## src/source/mem_pkg.sv

```systemverilog
`default_nettype none

package mem_pkg;

  localparam int word_width = 32;
  localparam int word_bytes = word_width / 8;

  // Accepting edge to first valid beat
  localparam int read_latency = 2;

  typedef logic [word_width-1:0] word_t;
  typedef logic [word_bytes-1:0] be_t;

  typedef enum logic {
    client_instr = 1'b0, // Port c1
    client_data  = 1'b1  // Port c2
  } client_t;

endpackage

`default_nettype wire

```

## src/source/mem_arb.sv

```systemverilog
`timescale 1ns/1ns
`default_nettype none

module mem_arb import mem_pkg::*; #(
  parameter int addr_width     = 10,
  parameter int burstlen_width = 3
) (
  input  logic                      clock,
  input  logic                      rst_n,

  input  logic [addr_width-1:0]     c1_addr,
  input  logic [burstlen_width-1:0] c1_burst_len,
  input  logic                      c1_rd,
  output word_t                     c1_rd_data,
  output logic                      c1_rd_valid,
  output logic                      c1_waitrequest,

  input  logic [addr_width-1:0]     c2_addr,
  input  logic [burstlen_width-1:0] c2_burst_len,
  input  logic                      c2_rd,
  input  logic                      c2_wr,
  input  word_t                     c2_wr_data,
  input  be_t                       c2_wr_be,
  output word_t                     c2_rd_data,
  output logic                      c2_rd_valid,
  output logic                      c2_waitrequest,

  input  logic                      busy,
  input  logic                      beat_valid,
  input  client_t                   beat_client,
  input  word_t                     beat_data,

  output logic                      req_rd,
  output logic                      req_wr,
  output logic [addr_width-1:0]     req_addr,
  output logic [burstlen_width-1:0] req_burst_len,
  output word_t                     req_wr_data,
  output be_t                       req_wr_be,
  output client_t                   req_client
);

  logic    c1_req;
  logic    c2_req;
  client_t grant;
  client_t last_client;
  logic    take;

  assign c1_req = c1_rd;
  assign c2_req = c2_rd | c2_wr;

  // Round robin gives a tie to the port not served last
  always_comb begin
    if (c1_req && c2_req) begin
      grant = (last_client == client_instr) ? client_data : client_instr;
    end else if (c2_req) begin
      grant = client_data;
    end else begin
      grant = client_instr;
    end
  end

  assign take = !busy && ((grant == client_instr) ? c1_req : c2_req);

  assign c1_waitrequest = !(take && grant == client_instr);
  assign c2_waitrequest = !(take && grant == client_data);

  // Accepted request is valid for the accepting cycle only
  assign req_rd        = take && ((grant == client_instr) ? c1_rd : c2_rd);
  assign req_wr        = take && grant == client_data && c2_wr; // c1 never writes
  assign req_addr      = (grant == client_instr) ? c1_addr : c2_addr;
  assign req_burst_len = (grant == client_instr) ? c1_burst_len : c2_burst_len;
  assign req_wr_data   = c2_wr_data;
  assign req_wr_be     = c2_wr_be;
  assign req_client    = grant;

  always_ff @(posedge clock) begin
    if (!rst_n) begin
      last_client <= client_data; // c1 wins the first tie
    end else if (take) begin
      last_client <= grant;
    end
  end

  // Beat return is steered by the owner tag
  assign c1_rd_valid = beat_valid && beat_client == client_instr;
  assign c2_rd_valid = beat_valid && beat_client == client_data;
  assign c1_rd_data  = beat_data;
  assign c2_rd_data  = beat_data;

endmodule

`default_nettype wire

```

## config.mk

```make
export PLATFORM = sky130hd
export DESIGN_NAME = mem_arb
export DESIGN_NICKNAME = d
export VERILOG_FILES = /design/src/source/mem_pkg.sv /design/src/source/mem_arb.sv
export SDC_FILE = /design/constraint.sdc
export NUM_CORES = 1
export LEC_CHECK = 0
export ABC_AREA = 1
export BUFFER_PORTS_ARGS = -buffer_cell sky130_fd_sc_hd__clkbuf_2
export CELL_PAD_IN_SITES_DETAIL_PLACEMENT = 0
export CELL_PAD_IN_SITES_GLOBAL_PLACEMENT = 1
export CORE_MARGIN = 1
export CORE_UTILIZATION = 11
export CTS_CLUSTER_DIAMETER = 40
export DETAILED_ROUTE_END_ITERATION = 16
export PLACE_DENSITY = 0.8
export SYNTH_ARGS = -nofsm -noshare
export SYNTH_HDL_FRONTEND = slang
export SYNTH_SLANG_ARGS = --single-unit
```

## constraint.sdc

```tcl
create_clock -name clock -period 0.8 [get_ports clock]
set_input_delay 0.08 -clock clock [delete_from_list [all_inputs] [get_ports clock]]
set_output_delay 0.08 -clock clock [all_outputs]
set_load 0.005 [all_outputs]
```

==> results of run 1 <==
## Yosys cell counts
cell | instances | share of area
nor2_1 | 2 | 0.0072
inv_4 | 1 | 0.0060
nand2_2 | 2 | 0.012
nand2_1 | 44 | 0.16
nand2_4 | 1 | 0.011
buf_4 | 101 | 0.73
inv_2 | 2 | 0.0072
nand3b_1 | 1 | 0.0072
nand3_1 | 2 | 0.0096
inv_1 | 4 | 0.014
a21oi_2 | 1 | 0.0084
buf_6 | 1 | 0.011
dfxtp_1 | 1 | 0.019
## layout make-up
type | instances | area share
Inverter | 7 | 0.04676
Multi-Input combinational cell | 53 | 0.3454
Sequential cell | 1 | 0.02564
Tap cell | 111 | 0.1674
Timing Repair Buffer | 59 | 0.4148
## worst max path at each step
stage	from	endpoint	slack, ns	depth (start not counted)
floorplan	last_client	req_rd	-0.03	5
global placement	last_client	req_burst_len[2]	-0.17	6
detailed placement	last_client	req_burst_len[2]	-0.19	6
CTS	last_client	req_addr[9]	-0.17	6
global route	last_client	req_addr[9]	-0.19	6
finish	last_client	req_addr[9]	-0.14	6
## what timing repair did
item                       4_1_cts  5_1_grt
gates cloned                     0        1
setup endpoints to repair       19       19
hold buffers                     0        0
setup buffers                    1        0
resized for setup                4       25
pin swaps                        1        8
## metal layers
| layer | routed length, um | up-vias | GRT usage |
|---|---|---|---|
| li1 | - | 305 | - |
| met1 | 538 | 286 | 0.02115 |
| met2 | 1075 | 65 | 0.07479 |
| met3 | 287 | 39 | 0.008433 |
| met4 | 248 | 0 | 0.04638 |
| met5 | 0 | - | 0 |
## metrics by stage
step | util | cells | setup TNS (ns) | instance area, um^2 | setup slack (ns)
after global placement | 0.07905 | 230 | -2.004 | 726.9 | -0.1721
after floorplan | - | 163 | -0.1872 | 1042 | -0.02629
after detailed placement | 0.07905 | 230 | -2.467 | 726.9 | -0.1942
final | 0.09020 | 231 | -1.946 | 829.5 | -0.1401
after global routing | 0.09020 | 231 | -2.812 | 829.5 | -0.1930
after CTS | 0.08163 | 231 | -2.159 | 750.7 | -0.1743
## power groups by stage
stage          logic, mW  clock network, mW  registers (mW)
2_1_floorplan      0.575                  0          0.0579
3_3_place_gp       0.401                  0          0.0580
3_5_place_dp       0.406                  0          0.0582
4_1_cts            0.424                  0          0.0596
5_1_grt            0.529                  0          0.0600
6_report           0.478                  0          0.0596
## cell families after synthesis
logic type,Yosys count,share of synthesized area
AO/OA/AOI/OAI,1,0.008415
buffers and inverters,109,0.7668
AND/OR/NAND/NOR,52,0.2055
flip-flops,1,0.01923
==> summary.txt, run 1 <==
Worst setup path
  • CP dominant cell by count: nand2_2
  • CP required: 0.72 ns
  • CP endpoint kind: output port
  • CP max-delay cell: dfxtp_2
  • R2R depth: 6
  • CP startpoint kind: flip-flop
  • Reg2Reg Setup Slack: -0.04 ns
  • CP max FO: 6
  • CP cell instances: nand2_4, nand2_8, buf_12, nand2_2, nand2_2, clkbuf_2
  • Crit path buf inv count: 2
  • Reg2reg end: last_client
  • CP Class: flip-flop to output port
  • Top Family by Delay on Critical Path: flip-flops
  • Largest stage delay, worst path: 0.32 ns
  • Startpoint of the worst register-to-register path: last_client
  • WP data arrival: 0.86 ns

Route
  • First DRT Iteration DRCs: 13
  • First-pass DRT Iterations: 4
  • Antenna-violating nets left: 0
  • Avg Vias per Cell: 3.009
  • Vias: just under 700
  • WL/cell: 9.312 um
  • Routed WL: between 2000 and 2500 um
  • # DRC: 0

Power and ir drop
  • Power Density: about 650 nW/um^2
  • Sequential Power Share: 0.111
  • Switching power: ~0.24 mW
  • Combinational fraction of design power: 0.889
  • Cell-internal power: 0.2989 mW
  • Sw frac: 0.4443
  • Peak supply drop: 0.1339 mV
  • Clock share of power: 0
  • Leak: 0.4704 nW
  • Total power: 0.5379 mW

Floorplanning
  • # IOs: 222
  • Die X: 99.28 um
  • Die area: just under 10000 um^2
  • Core area: ~9200 um^2
  • Initial Util: 0.1132
  • Die height: 99.28 um
  • Site Rows: 35

Layout
  • Multi-input gate area: about 290 um^2
  • Sequential cell area: around 21 um^2
  • Largest register by flop count: last_client
  • Area delta synth->final: -20.31%
  • Most frequent cells in the layout: clkbuf_2 (49), nand2_1 (29), nand2_2 (16), buf_2 (4)
  • Largest register FFs: 1
  • Final nets: 224
  • Share of cells above drive strength 1: 0.7000
  • Filler cells: roughly 1100
  • Largest regs: last_client (1)
  • ANT cells: 0
  • Leading cell type in the layout, fill and taps excluded: clkbuf_2

Worst hold path
  • Hold crit path type: input pin to output port
  • Hold EP: req_wr_data[11]
  • Hold Path Stages: 0
  • Hold path start: c2_wr_data[11]

STA
  • Fin. max-slew vios: 0
  • Final hold violations: 0
  • Slew headroom: 0.8940
  • Finish-stage setup viols: 17
  • Final setup margin: -0.1401 ns
  • Fin crit period: 0.9401 ns
  • FMAX: roughly 1.1 GHz
  • RSZ-0062 raised after global routing: yes
  • Clock skew: 0 ns
  • Hold slack final: ~0.16 ns
  • Worst-Margin Slew: 0.1584 ns
  • Final Cycle Share: 1.175

Place
  • Dpl hpwl: 1785 um
  • Port buffer count: 53
  • RePlAce Congestion: 0.6681

Synth
  • Syn Area/Cell: around 6.4 um^2
  • Post-synthesis cell type count: 13
  • Syn_nets: 265
  • Post-Syn Instances: 163
  • Synthesized flop and latch total: 1
  • Register area share after synthesis: 0.01923
  • Syn. warnings: 0
  • Mapped cell area: 1041 um^2

Clock network
  • Clock latency on the worst-skew pair: 0 ns
  • CTS clock-pin slew for the worst setup and hold paths: 0 ns

Global route
  • GRT overflow: 0
  • Initial antenna violation count: 0
  • Overall routing resource usage: 0.03606
  • Pin count of the biggest net entering global routing: 16
  • Wire length of the first global-routing pass: 2760 um
  • Vias in the first global route: 605

Run status
  • Failing checks: setup timing
  • Status: complete, but fails checks

Job
  • Max-cap violations: 0
Power figures use the tool's default switching activity.
==> run 2, diff against run 1 <==
CORE_MARGIN = 2   (was 1)
==> summary.txt, run 2 (synthesized netlist as in run 1, its figures left out) <==
Global route
  • Wire length of the first global-routing pass: 2877 um (+4.2%)
  • Pin count of the biggest net entering global routing: 16 (unchanged)
  • GRT overflow: 0 (unchanged)
  • Overall routing resource usage: 0.03637 (+0.0003073)
  • Vias in the first global route: 597 (-1.3%)
  • Initial antenna violation count: 0 (unchanged)

Power and ir drop
  • Leak: 0.4620 nW (-1.8%)
  • Power Density: 642.0 nW/um^2 (-1.0%)
  • Total power: 0.5213 mW (-3.1%)
  • Peak supply drop: 0.1014 mV (-24%)

Clock network
  • Post-CTS setup buffer count: 0 (-1)
  • Cts hold-fix bufs: 0 (unchanged)
  • CTS clock-pin slew for the worst setup and hold paths: 0 ns (unchanged)
  • Clock latency on the worst-skew pair: 0 ns (unchanged)

STA
  • Slew headroom: 0.8840 (-0.01001)
  • FMAX: 1.061 GHz (-0.25%)
  • Clock skew: 0 ns (unchanged)
  • Hold slack final: 0.1600 ns (unchanged)
  • RSZ-0062 raised after global routing: yes
  • Fin. max-slew vios: 0 (unchanged)
  • Final setup margin: -0.1424 ns (-0.002375 ns)
  • Finish-stage setup viols: 19 (+2)
  • Setup TNS: -2.243 ns (-0.2966 ns)
  • Final Cycle Share: 1.178 (+0.002969)
  • Final hold violations: 0 (unchanged)
  • Fin crit period: 0.9424 ns (+0.002375 ns)
  • Worst-Margin Slew: 0.1734 ns (+0.01496 ns)

Worst setup path
  • R2R depth: 6 (unchanged)
  • Reg2Reg Setup Slack: -0.11 ns (-0.07 ns)
  • CP Class: flip-flop to output port
  • Startpoint of the worst register-to-register path: last_client
  • CP startpoint kind: flip-flop
  • CP required: 0.72 ns (about the same)
  • CP max FO: 8 (+2)
  • Reg2reg end: last_client
  • CP endpoint kind: output port
  • WP data arrival: 0.86 ns (about the same)

Worst hold path
  • Hold EP: req_wr_be[0]
  • Hold crit path type: input pin to output port
  • Hold path start: c2_wr_be[0]
  • Hold Path Stages: 0 (unchanged)

Layout
  • ANT cells: 0 (unchanged)
  • Filler cells: 1071 (-1.6%)
  • Most frequent cells in the layout: clkbuf_2 (50), nand2_1 (31), nand2_2 (14), inv_1 (4), buf_4 (3)
  • Largest register FFs: 1 (unchanged)
  • Area delta synth->final: -22.00%
  • Share of cells above drive strength 1: 0.6807 (-0.01933)
  • Final std cells w/o fill: 230 (-0.43%)
  • Largest register by flop count: last_client
  • Leading cell type in the layout, fill and taps excluded: clkbuf_2
  • Largest regs: last_client (1)
  • Final nets: 223 (-0.45%)

Route
  • Routed WL: 2258 um (+5.0%)
  • Avg Vias per Cell: 2.800 (-6.9%)
  • First-pass DRT Iterations: 3 (-1)
  • First DRT Iteration DRCs: 3 (-10)
  • Vias: 644 (-7.3%)
  • # DRC: 0 (unchanged)
  • Antenna-violating nets left: 0 (unchanged)
  • WL/cell: 9.817 um (+5.4%)

Job
  • Max-cap violations: 0 (unchanged)

Floorplanning
  • Die X: 101.3 um (+2.0%)
  • Die height: 101.3 um (+2.0%)
  • # IOs: 222 (unchanged)
  • Core area: 9196 um^2 (unchanged)
  • Initial Util: 0.1132 (unchanged)
  • Site Rows: 35 (unchanged)
  • Die area: 10260 um^2 (+4.1%)

Place
  • RePlAce Congestion: 0.6137 (-8.1%)
  • Placed cells: 230 (unchanged)
  • Port buffer count: 53 (unchanged)
  • Setup Slack @ Placement: -0.2113 ns (-0.01706 ns)
  • Dpl hpwl: 1896 um (+6.2%)

Run status
  • Failing checks: setup timing
  • Status: complete, but fails checks
-- run 2: through the flow --
stage	utilization	area, um^2
after floorplan	-	1042
after global placement	0.07905	726.9
after detailed placement	0.07905	726.9
after CTS	0.08218	755.7
after global routing	0.08830	812.0
final	0.08830	812.0
-- run 2: per-layer routing --
layer	part of all wire	global-route usage	wire (um)	vias to the layer above
li1	-	-	-	297
met1	0.25	0.02223	557	257
met2	0.53	0.07539	1193	51
met3	0.12	0.007591	280	39
met4	0.10	0.04366	227	0
met5	0	0	0	-
-- run 2: worst max-delay path, stage by stage (launching register included) --
cell and delay [ns]:
dfxtp_2 0.34, nand2_4 0.08, nand2_8 0.10, buf_12 0.13, nand2_2 0.05, nand2_2 0.06, clkbuf_2 0.10
-- run 2: power by group --
part / total, mW / internal (mW) / switching (mW)
registers: 0.0606 / 0.0559 / 0.00469
logic: 0.461 / 0.230 / 0.231
clock network: 0 / 0 / 0
-- run 2: layout make-up --
type                            instances  area, um^2  share of cell area
Inverter                                7       38.79             0.04777
Multi-Input combinational cell         53       284.0              0.3498
Sequential cell                         1       21.27             0.02619
Tap cell                              111       138.9              0.1710
Timing Repair Buffer                   58       329.1              0.4052
-- run 2: what timing repair did --
action,4_1_cts,5_1_grt
pin swaps,4,6
gates resized for setup,8,18
endpoints found under the setup margin,19,19
-- run 2: how the worst max path moves through the flow --
stage | end | from | slack, ns
detailed placement | req_addr[8] | last_client | -0.21
CTS | req_addr[0] | last_client | -0.17
finish | req_addr[8] | last_client | -0.14
global route | req_addr[8] | last_client | -0.20
floorplan | req_rd | last_client | -0.03
global placement | req_addr[8] | last_client | -0.18
