<file path="config.mk">
export PLATFORM = sky130hd
export DESIGN_NAME = burst_seq
export DESIGN_NICKNAME = d
export VERILOG_FILES = /design/src/source/mem_pkg.sv /design/src/source/burst_seq.sv
export SDC_FILE = /design/constraint.sdc
export NUM_CORES = 1
export LEC_CHECK = 0
export BUFFER_PORTS_ARGS = -buffer_cell sky130_fd_sc_hd__buf_4
export CORE_MARGIN = 2
export CORE_UTILIZATION = 31
export CTS_BUF_LIST = sky130_fd_sc_hd__clkbuf_16
export DETAILED_ROUTE_END_ITERATION = 8
export GPL_TIMING_DRIVEN = 0
export MAX_ROUTING_LAYER = met4
export PLACE_DENSITY_LB_ADDON = 0.05
export RECOVER_POWER = 25
export SLEW_MARGIN = 0
export SYNTH_ARGS = -nofsm -noshare
export SYNTH_HDL_FRONTEND = slang
export SYNTH_SLANG_ARGS = --single-unit
</file>
<file path="constraint.sdc">
create_clock -name clock -period 1.7 [get_ports clock]
set_clock_uncertainty 0.2 [all_clocks]
set_input_delay 0.085 -clock clock [delete_from_list [all_inputs] [get_ports clock]]
set_output_delay 0.085 -clock clock [all_outputs]
set_load 0.01 [all_outputs]
</file>
<file path="src/source/mem_pkg.sv">
`default_nettype none

package mem_pkg;

  localparam int word_width = 32;
  localparam int word_bytes = word_width / 8;

  // Accepting edge to first valid beat
  localparam int read_latency = 2;

  typedef logic [word_width-1:0] word_t;
  typedef logic [word_bytes-1:0] be_t;

  typedef enum logic {
    client_instr = 1'b0, // Port c1
    client_data  = 1'b1  // Port c2
  } client_t;

endpackage

`default_nettype wire

</file>
<file path="src/source/burst_seq.sv">
`timescale 1ns/1ns
`default_nettype none

module burst_seq import mem_pkg::*; #(
  parameter int addr_width     = 10,
  parameter int burstlen_width = 3
) (
  input  logic                      clock,
  input  logic                      rst_n,

  input  logic                      req_rd,
  input  logic                      req_wr,
  input  logic [addr_width-1:0]     req_addr,
  input  logic [burstlen_width-1:0] req_burst_len,
  input  word_t                     req_wr_data,
  input  be_t                       req_wr_be,
  input  client_t                   req_client,

  input  word_t                     mem_rd_data,

  output logic                      busy,
  output logic                      beat_valid,
  output client_t                   beat_client,
  output word_t                     beat_data,

  output logic [addr_width-1:0]     mem_addr,
  output logic                      mem_wr,
  output word_t                     mem_wr_data,
  output be_t                       mem_wr_be
);

  logic                      active;   // Issuing beat addresses
  logic [addr_width-1:0]     addr_r;
  logic [burstlen_width-1:0] beats_left;
  client_t                   client_r;

  // Burst control
  always_ff @(posedge clock) begin
    if (!rst_n) begin
      active     <= 1'b0;
      beats_left <= '0;
    end else if (req_rd) begin
      active     <= 1'b1;
      beats_left <= req_burst_len;
    end else if (active) begin
      if (beats_left == '0) begin
        active <= 1'b0;
      end else begin
        beats_left <= beats_left - 1'b1;
      end
    end
  end

  // Address walk wraps at the top of memory
  always_ff @(posedge clock) begin
    if (req_rd) begin
      addr_r   <= req_addr;
      client_r <= req_client;
    end else if (active) begin
      addr_r <= addr_r + 1'b1;
    end
  end

  // Array read takes one cycle, so the tag trails the address
  always_ff @(posedge clock) begin
    if (!rst_n) begin
      beat_valid <= 1'b0;
    end else begin
      beat_valid <= active;
    end
  end

  // Owner is stable until busy drops
  assign beat_client = client_r;
  assign beat_data   = mem_rd_data;

  assign busy = active | beat_valid;

  // Writes go through in the accepting cycle
  assign mem_addr    = active ? addr_r : req_addr;
  assign mem_wr      = req_wr;
  assign mem_wr_data = req_wr_data;
  assign mem_wr_be   = req_wr_be;

endmodule

`default_nettype wire

</file>
==> results of run 1 <==
cell families (layout without fill, tap and decap cells):
family          count (synthesis)  in the layout  synth area share, %
flops                          16             16                 29.0
xor+xnor                        3              3                 1.77
buf+inv                        78            198                 37.2
simple gates                   35             35                 13.0
fa+ha+maj                       3              3                 2.53
mux                            11             11                 8.33
compound gates                 19             19                 8.16
layer usage:
layer	routed length [um]	up-vias
li1	-	743
met1	1600	670
met2	2170	77
met3	231	5
met4	51	0
met5	0	-
layout make-up:
type	count	area, um^2
fill	461	2190
timing repair buffer	117	812
buffer	72	539
multi-input combinational	71	524
sequential	16	430
clock buffer	3	75.1
tap	54	67.6
inverter	5	18.8
clock inverter	1	3.75
worst register-to-register path: cells and delay by family, from the launching register on:
family / cells / cell delay, ns
flip-flops: 1 / 0.46
AND/OR/NAND/NOR: 2 / 0.63
AO/OA/AOI/OAI: 1 / 0.19
sequential cells by signal (all words and copies together) (netlist names):
register,flops
active,1
beat_valid,1
addr_r,10
beat_client,1
beats_left,3
path summary, 6_finish.rpt:
path / from / to / slack (ns)
setup / recovery: addr_r[4] / addr_r[9] / 0.07
hold / removal: req_addr[8] / addr_r[8] / 0.007
setup reg to reg: addr_r[4] / addr_r[9] / 0.07
hold reg to reg: beats_left[1] / beats_left[1] / 0.34
synth_stat cells:
cell type | number | share of area (%)
a21boi_0 | 1 | 0.51
nand3_1 | 7 | 2.4
xnor2_1 | 1 | 0.59
mux2_2 | 11 | 8.3
and2_1 | 1 | 0.42
nand2_1 | 10 | 2.5
nand4_2 | 1 | 0.84
buf_2 | 1 | 0.34
nand4_1 | 1 | 0.42
o311a_1 | 1 | 0.67
o21ai_0 | 5 | 1.7
and3_1 | 2 | 0.84
nand2b_1 | 2 | 0.84
edfxtp_1 | 11 | 22
a31oi_1 | 2 | 0.84
xor2_1 | 2 | 1.2
o41ai_1 | 1 | 0.59
clkbuf_1 | 3 | 0.76
o31ai_1 | 2 | 1.0
a21oi_1 | 4 | 1.3
or2_2 | 2 | 0.84
o211ai_1 | 3 | 1.5
nor2_1 | 3 | 0.76
ha_1 | 3 | 2.5
inv_1 | 5 | 1.3
buf_4 | 69 | 35
or4_1 | 5 | 2.5
nor4bb_1 | 1 | 0.67
dfxtp_1 | 5 | 6.7
cell usage in the layout, fill, tap and decap left out, types with 2 or more instances in the layout:
master / n
dlygate4sd3_1: 14
edfxtp_1: 11
inv_1: 5
buf_4: 145
nand3_1: 7
clkbuf_16: 3
a31oi_1: 2
nand2_1: 10
mux2_2: 11
o21ai_0: 5
dfxtp_1: 5
o211ai_1: 3
clkbuf_1: 29
nor2_1: 3
a21oi_1: 4
or4_1: 5
and3_1: 2
or2_2: 2
xor2_1: 2
nand2b_1: 2
ha_1: 2
o31ai_1: 2
where the power goes:
group	internal, mW	total [mW]	switching, mW	leakage [nW]
Sequential	0.466	0.508	0.0426	0.152
Clock	0.313	0.473	0.160	0.0385
Combinational	0.346	0.569	0.223	0.997
Total	1.12	1.55	0.425	1.19
through the flow:
| stage | setup slack [ns] | total power, mW |
|---|---|---|
| global placement | -0.202 | 1.06 |
| detailed placement | -0.187 | 1.06 |
| global route | -0.0381 | 1.63 |
| CTS | 0.00398 | 1.56 |
| floorplan | 0.144 | 0.814 |
| finish | 0.0690 | 1.55 |
repair_timing:
action,4_1_cts,5_1_grt
setup buffers,0,5
pin swaps,0,4
hold endpoints to repair,15,0
endpoints found under the setup margin,22,8
resized for setup,6,2
hold buffers,14,0
==> impl_metrics.json, run 1 <==
{
  "grt_pass1_vias": 1397,
  "io_buffers": 98,
  "reg2reg_depth": 3,
  "finalCritPeriodShare_pct": 95.9,
  "dieWidth_um": 73.2,
  "cts_buffer_depth": 2,
  "root_buffer": "clkbuf_16",
  "nNetsFinal": 375,
  "dp.final_hpwl_mm": 3.37,
  "max_slew_margin_pct": 69.5,
  "dp_cells": 317,
  "start_util_pct": 31.9,
  "hold_viol": 0,
  "grt_overflow": 0,
  "setup_tns_ns": 0,
  "die_h_um": 73.2,
  "die-area_mm2": 0.00536,
  "place_area_mm2": 0.00229,
  "drc_errors": 0,
  "whs_ns": 0.00706,
  "rsz0062_at_grt": "yes",
  "irDropWorstVdd_v": 0.000355,
  "synth_nets": 254,
  "seq_area_frac_synth_pct": 29.0,
  "max_freq_mhz": 613,
  "syn_to_final_growth_pct": 66.2,
  "vias": 1495,
  "end_kind": "flip-flop",
  "cts_sinks": 16,
  "wl_per_cell_um": 12.0,
  "leakage_nw": 1.19,
  "tightestPinTransition_ns": 0.458,
  "via_per_inst": 4.41,
  "min_path_type": "input pin to flip-flop",
  "stdcell_area_mm2": 0.00247,
  "worstPathRequired_ns": 1.59,
  "drive_gt1_share_pct": 57.5,
  "maxSlewViolCount": 0,
  "path_buf_inv": 0,
  "cp_top_family": "simple AND/OR/NAND/NOR gates",
  "synth_seq_cells": 16,
  "finalWorstPathRequiredPeriod_ns": 1.63,
  "core_mm2": 0.00466,
  "crit_slowest_cell": "or4_1",
  "drt_iter0_drc": 47,
  "cts_tree": "done",
  "outcome": "completed",
  "antenna_found_initial": 0,
  "met3_usage_pct": 1.24,
  "io_pins": 168,
  "setup_violations": 0,
  "path_max_fanout": 6,
  "n_antenna_cell": 0,
  "critPathLaunchType": "flip-flop",
  "wl_mm": 4.06,
  "cp.arrival_ns": 1.52,
  "grt_max_degree": 11,
  "syn_area_per_cell_um2": 9.01,
  "post-route-util_pct": 53.0,
  "clk_pin_slew_ns": 0.05,
  "gp_congestion": 0.748,
  "row_count": 25,
  "crit_type": "flip-flop to flip-flop",
  "grt_pass1_wl_mm": 6.13,
  "ant_nets": 0,
  "cp_cell_sequence": "nand4_4 > or4_1 > a31oi_1",
  "busiest_layer": "met2",
  "met2_usage_pct": 26.8,
  "netlist_area_mm2": 0.00149,
  "hold_depth": 3,
  "p_per_area_mw_per_mm2": 627,
  "critPathMaxStageDelay_ns": 0.49,
  "grt_usage_pct": 14.7,
  "met1_usage_pct": 16.8,
  "numCtsBuffers": 3,
  "fin_cells": 339,
  "yosys_warnings": 0,
  "drv_cap": 0,
  "firstDrtPassIters": 4,
  "h-tree-depth": 1,
  "synthCells": 165,
  "clkLatencyLatePin_ns": 0.25,
  "cp.depth": 3,
  "ys_types": 29
}
Note: power is estimated with default switching activity, not from simulation.
==> inputs of run 2 (changes only) <==
--- a/config.mk
+++ b/config.mk
@@ -5,9 +5,11 @@
 export SDC_FILE = /design/constraint.sdc
 export NUM_CORES = 1
 export LEC_CHECK = 0
+export ABC_AREA = 1
+export ABC_CLOCK_PERIOD_IN_PS = 1850
 export BUFFER_PORTS_ARGS = -buffer_cell sky130_fd_sc_hd__buf_4
 export CORE_MARGIN = 2
-export CORE_UTILIZATION = 31
+export CORE_UTILIZATION = 35
 export CTS_BUF_LIST = sky130_fd_sc_hd__clkbuf_16
 export DETAILED_ROUTE_END_ITERATION = 8
 export GPL_TIMING_DRIVEN = 0
==> constraint.sdc (replaced) <==
create_clock -name clock -period 1.85 [get_ports clock]
set_clock_uncertainty 0.2 [all_clocks]
set_input_delay 0.0925 -clock clock [delete_from_list [all_inputs] [get_ports clock]]
set_output_delay 0.0925 -clock clock [all_outputs]
set_load 0.01 [all_outputs]
==> impl_metrics.json, run 2 <==
{
  "netlist_area_mm2": 0.00154,
  "vias": 1551,
  "numCtsBuffers": 3,
  "antenna_found_initial": 0,
  "synth_area_leaders": "buf_4 (34%), edfxtp_1 (21%), nand2_1 (14%)",
  "setup_tns_ns": 0,
  "async_flop_share_pct": 0,
  "clkLatencyLatePin_ns": 0.24,
  "row_count": 24,
  "reg2reg_depth": 7,
  "wl_met3_um": 286,
  "drt_iter0_drc": 68,
  "wl_per_cell_um": 10.3,
  "nNetsFinal": 418,
  "synthSimpleGateAreaFrac_pct": 21.4,
  "path_max_fanout": 4,
  "synth_enable_flop_cells": 11,
  "synth-compound-area-share_pct": 7.80,
  "layout_commonest_cell": "buf_4",
  "maxSlewViolCount": 0,
  "dieWidth_um": 70.3,
  "wl_met2_mm": 2.15,
  "ys_types": 23,
  "min_path_type": "input pin to flip-flop",
  "io_buffers": 98,
  "outcome": "completed",
  "finalWorstPathRequiredPeriod_ns": 1.59,
  "synthMuxAreaShare_pct": 0,
  "final_cell_mix": "buf_4 (140), nand2_1 (56), clkbuf_1 (27)",
  "io_pins": 168,
  "drv_cap": 0,
  "reg2reg_slack_ns": 0.26,
  "die-area_mm2": 0.00495,
  "worst_slack_ns": 0.255,
  "largest_reg_flops": 10,
  "rsz0062_at_grt": "no",
  "max_slew_margin_pct": 80.9,
  "yosys_warnings": 0,
  "r2r_start": "addr_r[0]",
  "cp.arrival_ns": 1.40,
  "hold_viol": 0,
  "critPathMaxStageDelay_ns": 0.45,
  "synth_top_family_by_area": "buffers and inverters",
  "grt_pass1_vias": 1337,
  "r2r_end": "addr_r[8]",
  "finalCritPeriodShare_pct": 86.2,
  "clk_pin_slew_ns": 0.05,
  "stdcell_area_mm2": 0.00247,
  "cts_buffer_depth": 2,
  "n_antenna_cell": 0,
  "place_area_mm2": 0.00234,
  "start_util_pct": 35.9,
  "h-tree-depth": 1,
  "dp.final_hpwl_mm": 3.22,
  "wl_met1_mm": 1.46,
  "yosysMostFrequentCell": "buf_4",
  "core_mm2": 0.00429,
  "tightestPinTransition_ns": 0.285,
  "grt_usage_pct": 14.8,
  "ant_nets": 0,
  "wl_mm": 3.90,
  "cp-endpoint": "addr_r[8]",
  "crit_top_cell": "nand2_1",
  "ctsResizeCount": 0,
  "startpoint": "addr_r[0]",
  "yosys-top-cells-count": "buf_4 (69), nand2_1 (56), inv_1 (15), o21ai_0 (13), edfxtp_1 (11)",
  "nFillCells": 435,
  "multi_input_area_um2": 497,
  "synth_seq_cells": 16,
  "crit_type": "flip-flop to flip-flop",
  "drive_gt1_share_pct": 47.0,
  "seq_area_frac_synth_pct": 27.9,
  "pre_cts_slack_ns": 0.256,
  "cp_cell_sequence": "ha_1 > nand3_1 > inv_2 > nand3b_1 > nand2_1 > nand2_1 > nand2_1",
  "drc_errors": 0,
  "die_h_um": 70.3,
  "crit_slowest_cell": "edfxtp_1",
  "yosysTopAreaCellShare_pct": 33.6,
  "firstDrtPassIters": 4,
  "grt_max_degree": 12,
  "synth_xor_area_share_pct": 0.569,
  "irDropWorstVdd_v": 0.000363,
  "gp_congestion": 0.726,
  "critPathLaunchType": "flip-flop",
  "syn_to_final_growth_pct": 60.3,
  "p_per_area_mw_per_mm2": 581,
  "synth_nets": 300,
  "cts_tree": "done",
  "top_layer": "met4",
  "grt_pass1_wl_mm": 5.91,
  "max_flop_register": "addr_r",
  "seqCellArea_um2": 430,
  "leakage_nw": 1.29,
  "ys.flop_type": "edfxtp_1",
  "worstPathRequired_ns": 1.65,
  "via_per_inst": 4.08,
  "yosys.area_share.adder_pct": 2.44,
  "cts_sinks": 16,
  "synthCells": 211,
  "setup_violations": 0,
  "reg_top3": "addr_r x10, beats_left x3",
  "grt_overflow": 0,
  "root_buffer": "clkbuf_16",
  "yosysTopAreaCell": "buf_4",
  "max_freq_mhz": 627,
  "syn_area_per_cell_um2": 7.30,
  "end_kind": "flip-flop"
}
==> run 2: logic make-up (layout without fill, tap and decap cells) <==
family | Yosys count | count (layout)
compound gates | 22 | 22
xor+xnor | 1 | 1
fa+ha+maj | 3 | 3
buf+inv | 90 | 207
flops | 16 | 16
simple gates | 79 | 79
==> run 2: through the flow <==
stage / cells / hold WS, ns / power (mW) / util [%]
final: 380 / 0.0220 / 1.43 / 57.5
after global routing: 380 / 0.0375 / 1.53 / 57.5
after CTS: 380 / 0.0226 / 1.48 / 59.8
after detailed placement: 361 / 0.0720 / 1.02 / 54.5
after global placement: 361 / 0.0708 / 1.02 / 54.5
after floorplan: 211 / -0.00987 / 0.786 / -
==> run 2: worst min path at each step <==
stage	from	endpoint	slack (ns)	cells past startpoint
floorplan	rst_n	beat_valid	-0.01	2
global placement	req_client	beat_client	0.07	1
detailed placement	req_client	beat_client	0.07	1
CTS	req_addr[2]	addr_r[2]	0.02	3
global route	req_addr[2]	addr_r[2]	0.04	3
finish	req_addr[2]	addr_r[2]	0.02	3
==> run 2: critical path, delay by kind of cell, from the launching register on <==
family / cells / cell delay, ns
fa+ha+maj: 1 / 0.26
buf+inv: 1 / 0.07
flops: 1 / 0.45
simple gates: 5 / 0.37
==> run 2: routing by layer <==
metal | track usage (%) | up-vias
li1 | - | 832
met1 | 16.6 | 650
met2 | 27.4 | 67
met3 | 3.46 | 2
met4 | 1.28 | 0
met5 | - | -
==> run 2: cell type report <==
class	count	share of cell area, %
Clock buffer	3	3.04
Timing Repair Buffer	113	31.8
Multi-Input combinational cell	105	20.1
Buffer	72	22.1
Sequential cell	16	17.4
Tap cell	52	2.64
Inverter	18	2.74
Clock inverter	1	0.152
==> run 2: report_power, final <==
part	leakage, nW	internal (mW)	switching, mW	total [mW]
Combinational	1.10	0.304	0.232	0.536
Clock	0.0385	0.287	0.139	0.426
Sequential	0.153	0.433	0.0397	0.473
==> run 2: repair_timing <==
item / in CTS / in global routing
endpoints found under the hold margin: 16 / 0
hold buffers: 15 / 0
setup buffers: 0 / 0
